--- src/rv_pkg.sv ---
package rv_pkg;

    parameter int XLEN = 32;                // Data path width

    // ALU control codes, numbered as the control decoder emits them
    typedef enum logic [3:0] {
        ALU_ADD       = 4'h0,
        ALU_SUB       = 4'h1,
        ALU_SLL       = 4'h2,
        ALU_SLT       = 4'h3,
        ALU_SLTU      = 4'h4,
        ALU_SRL       = 4'h5,
        ALU_SRA       = 4'h6,
        ALU_OR        = 4'h7,
        ALU_XOR       = 4'h8,
        ALU_AND       = 4'h9,
        ALU_PASS_ZERO = 4'hA                // Result forced to zero
    } alu_ctrl_e;

    typedef enum logic [1:0] {
        OP_IMM    = 2'd0,                   // I-type ALU
        OP_BRANCH = 2'd1,                   // B-type compare
        OP_REG    = 2'd2,                   // R-type
        OP_NONE   = 2'd3                    // Unknown opcode
    } alu_op_e;

    localparam logic [6:0] OPC_OP     = 7'b0110011;
    localparam logic [6:0] OPC_OP_IMM = 7'b0010011;
    localparam logic [6:0] OPC_BRANCH = 7'b1100011;

    typedef struct packed {
        alu_ctrl_e         alu_ctrl;
        logic [XLEN-1:0]   op_a;
        logic [XLEN-1:0]   op_b;            // rs2 or immediate
        logic [4:0]        rd;
        logic              reg_write;
        logic              is_branch;
        logic              branch_ne;       // Set for BNE
        logic              illegal;
    } ex_req_t;

    typedef struct packed {
        logic [4:0]        rd;
        logic [XLEN-1:0]   result;
        logic              reg_write;
        logic              branch_taken;
        logic              illegal;
    } wb_t;

endpackage
--- src/exec_core.sv ---
module exec_core #(
    parameter int XLEN = rv_pkg::XLEN
) (
    input  logic             clk_i,
    input  logic             rst_n_i,
    input  logic [31:0]      instr_i,
    input  logic             instr_valid_i,
    output logic             res_valid_o,
    output logic [4:0]       res_rd_o,
    output logic [XLEN-1:0]  res_data_o,
    output logic             res_branch_taken_o,
    output logic             res_illegal_o
);

    import rv_pkg::*;

    logic [4:0]      raddr_a;
    logic [4:0]      raddr_b;
    logic [XLEN-1:0] rdata_a;
    logic [XLEN-1:0] rdata_b;
    ex_req_t         dec_req;
    logic            dec_valid;
    ex_req_t         ex_req;
    logic            ex_valid;
    wb_t             alu_wb;
    logic            rf_we;
    wb_t             wb_q;

    decode_stage #(.XLEN(XLEN)) u_decode (
        .instr_i       (instr_i),
        .instr_valid_i (instr_valid_i),
        .raddr_a_o     (raddr_a),
        .raddr_b_o     (raddr_b),
        .rdata_a_i     (rdata_a),
        .rdata_b_i     (rdata_b),
        .req_o         (dec_req),
        .req_valid_o   (dec_valid)
    );

    register_file #(.XLEN(XLEN)) u_regfile (
        .clk_i     (clk_i),
        .rst_n_i   (rst_n_i),
        .raddr_a_i (raddr_a),
        .raddr_b_i (raddr_b),
        .rdata_a_o (rdata_a),
        .rdata_b_o (rdata_b),
        .we_i      (rf_we),
        .waddr_i   (alu_wb.rd),
        .wdata_i   (alu_wb.result)          // Written at the end of the ALU cycle
    );

    stage_buffer #(.payload_t(ex_req_t)) u_ex_buf (
        .clk_i   (clk_i),
        .rst_n_i (rst_n_i),
        .valid_i (dec_valid),
        .data_i  (dec_req),
        .valid_o (ex_valid),
        .data_o  (ex_req)
    );

    alu #(.XLEN(XLEN)) u_alu (
        .req_i       (ex_req),
        .req_valid_i (ex_valid),
        .wb_o        (alu_wb),
        .we_o        (rf_we)
    );

    stage_buffer #(.payload_t(wb_t)) u_wb_buf (
        .clk_i   (clk_i),
        .rst_n_i (rst_n_i),
        .valid_i (ex_valid),
        .data_i  (alu_wb),
        .valid_o (res_valid_o),
        .data_o  (wb_q)
    );

    assign res_rd_o           = wb_q.rd;
    assign res_data_o         = wb_q.result;
    assign res_branch_taken_o = wb_q.branch_taken;
    assign res_illegal_o      = wb_q.illegal;

endmodule

--- src/alu.sv ---
module alu #(
    parameter int XLEN = rv_pkg::XLEN
) (
    input  rv_pkg::ex_req_t  req_i,
    input  logic             req_valid_i,
    output rv_pkg::wb_t      wb_o,
    output logic             we_o           // Register file write enable
);

    import rv_pkg::*;

    logic [XLEN-1:0] op_a;
    logic [XLEN-1:0] op_b;
    logic [XLEN-1:0] result;
    logic [4:0]      shamt;
    logic            zero;

    assign op_a  = req_i.op_a;
    assign op_b  = req_i.op_b;
    assign shamt = op_b[4:0];               // Only the low 5 bits shift

    always_comb begin
        case (req_i.alu_ctrl)
            ALU_ADD:  result = op_a + op_b;
            ALU_SUB:  result = op_a - op_b;
            ALU_SLL:  result = op_a << shamt;
            ALU_SLT:  result = {{(XLEN-1){1'b0}}, $signed(op_a) < $signed(op_b)};
            ALU_SLTU: result = {{(XLEN-1){1'b0}}, op_a < op_b};
            ALU_SRL:  result = op_a >> shamt;
            ALU_SRA:  result = $unsigned($signed(op_a) >>> shamt);  // Keeps sign bit
            ALU_OR:   result = op_a | op_b;
            ALU_XOR:  result = op_a ^ op_b;
            ALU_AND:  result = op_a & op_b;
            default:  result = '0;          // PASS_ZERO
        endcase
    end

    assign zero = (result == '0);

    always_comb begin
        wb_o.rd           = req_i.rd;
        wb_o.result       = result;         // Difference for branches
        wb_o.reg_write    = req_i.reg_write;
        wb_o.branch_taken = req_i.is_branch & (zero ^ req_i.branch_ne);
        wb_o.illegal      = req_i.illegal;
    end

    assign we_o = req_valid_i & req_i.reg_write & (req_i.rd != 5'd0);

endmodule

--- src/stage_buffer.sv ---
module stage_buffer #(
    parameter type payload_t = logic
) (
    input  logic      clk_i,
    input  logic      rst_n_i,
    input  logic      valid_i,
    input  payload_t  data_i,
    output logic      valid_o,
    output payload_t  data_o
);

    always_ff @(posedge clk_i) begin
        if (!rst_n_i) begin
            valid_o <= 1'b0;
        end else begin
            valid_o <= valid_i;             // One strobe per accepted entry
        end
    end

    // Payload follows the input on every edge
    always_ff @(posedge clk_i) begin
        data_o <= data_i;
    end

endmodule

--- src/decode_stage.sv ---
module decode_stage #(
    parameter int XLEN = rv_pkg::XLEN
) (
    input  logic [31:0]      instr_i,
    input  logic             instr_valid_i,
    output logic [4:0]       raddr_a_o,
    output logic [4:0]       raddr_b_o,
    input  logic [XLEN-1:0]  rdata_a_i,
    input  logic [XLEN-1:0]  rdata_b_i,
    output rv_pkg::ex_req_t  req_o,
    output logic             req_valid_o
);

    import rv_pkg::*;

    alu_op_e         alu_op;
    logic            use_imm;
    logic            reg_write;
    logic            is_branch;
    logic [XLEN-1:0] imm;
    alu_ctrl_e       alu_ctrl;
    logic            ctrl_illegal;
    logic            branch_illegal;
    logic            illegal;

    main_decoder #(.XLEN(XLEN)) u_main_dec (
        .instr_i     (instr_i),
        .alu_op_o    (alu_op),
        .use_imm_o   (use_imm),
        .reg_write_o (reg_write),
        .is_branch_o (is_branch),
        .imm_o       (imm)
    );

    alu_decoder u_alu_dec (
        .alu_op_i      (alu_op),
        .funct3_i      (instr_i[14:12]),
        .funct7_i      (instr_i[31:25]),
        .alu_control_o (alu_ctrl),
        .illegal_o     (ctrl_illegal)
    );

    assign raddr_a_o = instr_i[19:15];      // rs1
    assign raddr_b_o = instr_i[24:20];      // rs2

    // Only BEQ and BNE are supported
    assign branch_illegal = is_branch & (instr_i[14:13] != 2'b00);
    assign illegal        = ctrl_illegal | branch_illegal;

    always_comb begin
        req_o.alu_ctrl  = illegal ? ALU_PASS_ZERO : alu_ctrl;
        req_o.op_a      = rdata_a_i;
        req_o.op_b      = use_imm ? imm : rdata_b_i;
        req_o.rd        = instr_i[11:7];
        req_o.reg_write = reg_write & ~illegal;
        req_o.is_branch = is_branch & ~illegal;
        req_o.branch_ne = instr_i[12];      // funct3 1 is BNE
        req_o.illegal   = illegal;
    end

    assign req_valid_o = instr_valid_i;

endmodule

--- src/register_file.sv ---
module register_file #(
    parameter int XLEN = rv_pkg::XLEN
) (
    input  logic             clk_i,
    input  logic             rst_n_i,
    input  logic [4:0]       raddr_a_i,
    input  logic [4:0]       raddr_b_i,
    output logic [XLEN-1:0]  rdata_a_o,
    output logic [XLEN-1:0]  rdata_b_o,
    input  logic             we_i,
    input  logic [4:0]       waddr_i,
    input  logic [XLEN-1:0]  wdata_i
);

    logic [XLEN-1:0] regs [1:31];           // x0 has no storage

    // Write data bypasses the array so the next decode sees it
    always_comb begin
        if (raddr_a_i == 5'd0) begin
            rdata_a_o = '0;
        end else if (we_i && (waddr_i == raddr_a_i)) begin
            rdata_a_o = wdata_i;
        end else begin
            rdata_a_o = regs[raddr_a_i];
        end
    end

    always_comb begin
        if (raddr_b_i == 5'd0) begin
            rdata_b_o = '0;
        end else if (we_i && (waddr_i == raddr_b_i)) begin
            rdata_b_o = wdata_i;
        end else begin
            rdata_b_o = regs[raddr_b_i];
        end
    end

    always_ff @(posedge clk_i) begin
        if (!rst_n_i) begin
            for (int i = 1; i < 32; i++) begin
                regs[i] <= '0;
            end
        end else if (we_i && (waddr_i != 5'd0)) begin
            regs[waddr_i] <= wdata_i;       // x0 writes dropped
        end
    end

endmodule

--- src/alu_decoder.sv ---
module alu_decoder (
    input  rv_pkg::alu_op_e   alu_op_i,     // Class from the main decoder
    input  logic [2:0]        funct3_i,
    input  logic [6:0]        funct7_i,
    output rv_pkg::alu_ctrl_e alu_control_o,
    output logic              illegal_o
);

    import rv_pkg::*;

    always_comb begin
        alu_control_o = ALU_PASS_ZERO;
        illegal_o     = 1'b0;
        case (alu_op_i)
            OP_IMM: begin
                case (funct3_i)
                    3'h0: alu_control_o = ALU_ADD;     // ADDI
                    3'h2: alu_control_o = ALU_SLT;     // SLTI
                    3'h3: alu_control_o = ALU_SLTU;    // SLTIU
                    3'h4: alu_control_o = ALU_XOR;     // XORI
                    3'h6: alu_control_o = ALU_OR;      // ORI
                    3'h7: alu_control_o = ALU_AND;     // ANDI
                    3'h1: begin
                        if (funct7_i == 7'h00) begin
                            alu_control_o = ALU_SLL;   // SLLI
                        end else begin
                            illegal_o = 1'b1;
                        end
                    end
                    default: begin                     // funct3 5
                        if (funct7_i == 7'h00) begin
                            alu_control_o = ALU_SRL;   // SRLI
                        end else if (funct7_i == 7'h20) begin
                            alu_control_o = ALU_SRA;   // SRAI
                        end else begin
                            illegal_o = 1'b1;
                        end
                    end
                endcase
            end

            OP_BRANCH: begin
                alu_control_o = ALU_SUB;               // Zero result means equal
            end

            OP_REG: begin
                case ({funct7_i, funct3_i})
                    {7'h00, 3'h0}: alu_control_o = ALU_ADD;
                    {7'h20, 3'h0}: alu_control_o = ALU_SUB;
                    {7'h00, 3'h1}: alu_control_o = ALU_SLL;
                    {7'h00, 3'h2}: alu_control_o = ALU_SLT;
                    {7'h00, 3'h3}: alu_control_o = ALU_SLTU;
                    {7'h00, 3'h4}: alu_control_o = ALU_XOR;
                    {7'h00, 3'h5}: alu_control_o = ALU_SRL;
                    {7'h20, 3'h5}: alu_control_o = ALU_SRA;
                    {7'h00, 3'h6}: alu_control_o = ALU_OR;
                    {7'h00, 3'h7}: alu_control_o = ALU_AND;
                    default:       illegal_o     = 1'b1;  // Bad funct7
                endcase
            end

            default: begin
                // NONE only comes from an unknown opcode
                illegal_o = 1'b1;
            end
        endcase
    end

endmodule

--- src/main_decoder.sv ---
module main_decoder #(
    parameter int XLEN = rv_pkg::XLEN
) (
    input  logic [31:0]      instr_i,
    output rv_pkg::alu_op_e  alu_op_o,      // Operation class for the ALU decoder
    output logic             use_imm_o,     // Operand B from the immediate
    output logic             reg_write_o,
    output logic             is_branch_o,
    output logic [XLEN-1:0]  imm_o          // Sign-extended I-type immediate
);

    import rv_pkg::*;

    logic [6:0] opcode;

    assign opcode = instr_i[6:0];

    // I-type immediate, sign bit is instr[31]
    assign imm_o = {{(XLEN-12){instr_i[31]}}, instr_i[31:20]};

    always_comb begin
        alu_op_o    = OP_NONE;
        use_imm_o   = 1'b0;
        reg_write_o = 1'b0;
        is_branch_o = 1'b0;
        case (opcode)
            OPC_OP: begin
                alu_op_o    = OP_REG;
                reg_write_o = 1'b1;
            end
            OPC_OP_IMM: begin
                alu_op_o    = OP_IMM;
                use_imm_o   = 1'b1;
                reg_write_o = 1'b1;
            end
            OPC_BRANCH: begin
                alu_op_o    = OP_BRANCH;    // Compare rs1 against rs2
                is_branch_o = 1'b1;
            end
            default: begin
                alu_op_o    = OP_NONE;      // No write for unknown opcodes
            end
        endcase
    end

endmodule

--- config.mk ---
export PLATFORM = sky130hd
export DESIGN_NAME = exec_core
export DESIGN_NICKNAME = d
export VERILOG_FILES = /design/src/rv_pkg.sv /design/src/exec_core.sv /design/src/alu.sv /design/src/stage_buffer.sv /design/src/decode_stage.sv /design/src/register_file.sv /design/src/alu_decoder.sv /design/src/main_decoder.sv
export SDC_FILE = /design/constraint.sdc
export NUM_CORES = 2
export LEC_CHECK = 0
export BUFFER_PORTS_ARGS = -buffer_cell sky130_fd_sc_hd__buf_2
export CAP_MARGIN = 10
export CORE_UTILIZATION = 29
export CTS_CLUSTER_DIAMETER = 30
export DETAILED_ROUTE_END_ITERATION = 10
export GPL_TIMING_DRIVEN = 0
export SETUP_SLACK_MARGIN = 0.5
export SLEW_MARGIN = 20
export SYNTH_ARGS = -nofsm -noshare
export SYNTH_HDL_FRONTEND = slang
export SYNTH_SLANG_ARGS = --single-unit
--- constraint.sdc ---
create_clock -name clk_i -period 7.4 [get_ports clk_i]
set_input_delay 0.74 -clock clk_i [delete_from_list [all_inputs] [get_ports clk_i]]
set_output_delay 0.74 -clock clk_i [all_outputs]
set_load 0.1 [all_outputs]
==> results.txt <==
outcome -> finished, final reports clean
DRT antenna net count -> 0
io pins -> 75
Main synth FF type -> edfxtp_1
routed length on met3 -> 39.6 mm
Crit. End Element -> flop
Longest Clk Path Bufs -> 4
initial detailed-routing violation count -> 8065
Total GRT Usage -> 26.1%
YS warnings -> 0
CP max stage cell -> a311oi_1
Seq cells post-synth -> 1142
pre-CTS setup slack -> -1.50 ns
CTS tree -> yes
CTS clk-pin slew, worst paths -> 0.05 ns
Worst Setup Start Kind -> flop
Worst-Margin Slew -> 1.29 ns
CP Data Required Time -> 8.19 ns
crit path cell chain -> clkbuf_1 > buf_4 > mux2i_1 > a211oi_1 > a311oi_1 > and3_1 > o211a_1 > clkbuf_1 > and3_1 > nand4_1 > or4_1 > nor4_2 > and4_4 > mux2i_1
Vias -> 52291
Syn Inst Count -> 5054
power density over the cells -> 306 nW/µm²
largest net degree at the start of global routing -> 33
Post-Syn Area per Cell -> 12.9 µm²
nets@finish -> 5604
RSZ-0062 raised after global routing -> no
H-tree levels -> 5
sequential area share after synthesis -> 50.8%
setup tns final -> 0 ns
fmax -> 0.143 GHz
Final setup viols -> 0
placed cell area -> 70200 µm²
Die Area -> 227000 µm²
post-synthesis cell type count -> 93
wire length on met1 -> 106 mm
drt pass-1 iters -> 6
core area -> 223000 µm²
CTS buffer count -> 282
WL final -> 305 mm
max incr delay on CP -> 0.95 ns
Static Leakage -> 27.8 nW
Final Cycle Share -> 94.3%
Top Layer Used -> met5
antenna violations before repair -> 19
remaining global-route overflow -> 0
R2R setup slack -> 0.42 ns
clk root buf -> clkbuf_16
Final min period -> 6.98 ns
Vias/cell -> 6.04
final worst slack -> 0.419 ns
MaxCap Viol Count -> 0
crit path DAT -> 7.77 ns
EDFF count, synth -> 1024
die span in x -> 476 µm
I/O Buffers -> 65
FFs w/ async S/R, synth -> 0%
Final Cell Area -> 79400 µm²
Min Hold Slack -> 0.0486 ns
number of global-route vias before repair -> 51498
routed length per instance -> 35.2 µm
critical path type -> flop to flop
routed wl met2 -> 139 mm
GP Congestion -> 1.02
CP max FO -> 10
overall power -> 24.3 mW
Post-Layout Cell Count -> 8651
normalized max-slew margin -> 13.4%
Syn-to-layout area delta -> 21.8%
clock sink count -> 1142
row count -> 173
Detail Placement HPWL -> 223 mm
Final Skew -> 0.0987 ns
mapped cell area -> 65200 µm²
Placed Instances -> 8149
first-pass GRT wire length -> 413 mm
Max VDD drop -> 0.000265 V
hold crit path type -> input pin to flop
final hold viol count -> 0
layout cells sized above 1 -> 25.5%
Final Max Slew Viols -> 0
Starting Density -> 29.3%
Finished Core Util -> 35.6%
Skew-Pair Late Insertion Delay -> 0.94 ns
DRC -> 0
Die Ht -> 476 µm
-- layout by cell type, fill, tap and decap left out, drive strengths merged, types with 12 or more instances in the layout --
cell,n
nand2b,20
a22oi,14
nand4,16
nor2b,49
nor3,47
clkinv,85
conb,32
mux2,39
a211oi,92
inv,149
ha,100
a21o,19
xnor2,15
clkinvlp,21
a21oi,127
buf,197
nor2,1150
o221ai,19
nor4,19
a221oi,14
a221o,13
bufinv,26
edfxtp,1024
nand2,247
mux2i,88
mux4,680
o22ai,29
a311oi,12
o21ai,173
a31oi,18
o31ai,15
clkbuf,735
o211ai,17
dfxtp,118
nand3,33
and3,17
-- final timing paths --
| path | start | end | cells past startpoint |
|---|---|---|---|
| worst max-delay path | u_ex_buf.data_o[10] | u_wb_buf.data_o[1] | 14 |
| worst max register to register | u_ex_buf.data_o[10] | u_wb_buf.data_o[1] | 14 |
| worst min-delay path | instr_valid_i | u_ex_buf.valid_o | 2 |
| worst min register to register | u_ex_buf.data_o[0] | u_wb_buf.data_o[0] | 0 |
-- repair_timing --
action,4_1_cts,5_1_grt
pin swaps,1,1
gates resized for setup,27,14
hold buffers,6,0
buffers inserted,1,1
endpoints found under the setup margin,576,1
endpoints found under the hold margin,6,0
-- worst max-delay path: cells and delay by family (launching register included) --
family	cells	cell delay, ns
buffers and inverters	3	1.41
AOI/OAI and AO/OA	3	1.35
DFF	1	0.68
and+or+nand+nor	6	2.29
muxes	2	1.13
-- synthesized netlist by cell type (8+ instances only) --
cell type  instances  area, µm²
a211o_1           11       96.3
a211oi_1          90        676
a21o_1            19        143
a21oi_1          126        631
a221o_1           13        130
a221oi_1          11       96.3
a22oi_1           13       97.6
a311oi_1          12        105
a31oi_1           18        113
and3_1            17        106
buf_1             64        240
buf_2             34        170
clkbuf_1         394       1480
dfxtp_1          118       2360
edfxtp_1        1024      30700
ha_1             100       1250
inv_1            132        495
mux2_2            39        439
mux2i_1           88        881
mux4_2           680      15300
nand2_1          247        927
nand2b_1          20        125
nand3_1           33        165
nand4_1           16        100
nor2_1          1150       4320
nor2b_1           49        307
nor3_1            45        225
nor4_1            16        100
o211a_1            8       80.1
o211ai_1          17        128
o21a_1             8       60.1
o21ai_0          170        851
o221ai_1          18        158
o22ai_1           29        181
o311ai_0          10       87.6
o31ai_1           15        113
or3_1             11       68.8
or4_1              9       67.6
xnor2_1           15        131
xor2_1             9       78.8
-- routing by layer --
layer / up-vias / track usage, %
li1: 20296 / -
met4: 8 / 14.7
met1: 26583 / 31.0
met2: 4348 / 41.2
met3: 1056 / 9.07
met5: - / 0
-- report_power, final --
group	internal, mW	switching (mW)
Sequential	7.35	0.300
Combinational	1.41	3.32
Clock	8.05	3.88
Total	16.8	7.50
-- logic make-up (layout without fill, tap and decap cells) --
logic type | after synthesis | count (layout) | share of synthesized area (%)
flip-flops | 1142 | 1142 | 50.8
AND/OR/NAND/NOR | 1665 | 1665 | 10.6
XOR/XNOR | 24 | 24 | 0.322
AO/OA/AOI/OAI | 678 | 678 | 7.02
other | 1 | 39 | 0.00575
buffers and inverters | 635 | 1219 | 3.77
multiplexers | 807 | 807 | 25.5
adder cells (fa/ha/maj) | 102 | 102 | 1.98
-- flip-flops by register name (all words and copies together) (netlist names) --
register,cells
u_ex_buf.data_o,77
u_ex_buf.valid_o,1
u_regfile.regs,1024
u_wb_buf.data_o,39
u_wb_buf.valid_o,1
-- area by class of cell --
class,count,area [µm²]
Clock buffer,339,7510
Tap cell,2975,3720
Clock inverter,147,1500
Timing Repair Buffer,98,699
Inverter,134,507
Sequential cell,1142,33100
Multi-Input combinational cell,3308,30300
Fill cell,21708,144000
Antenna cell,7,17.5
Buffer,501,2080
Power figures use the tool's default switching activity.
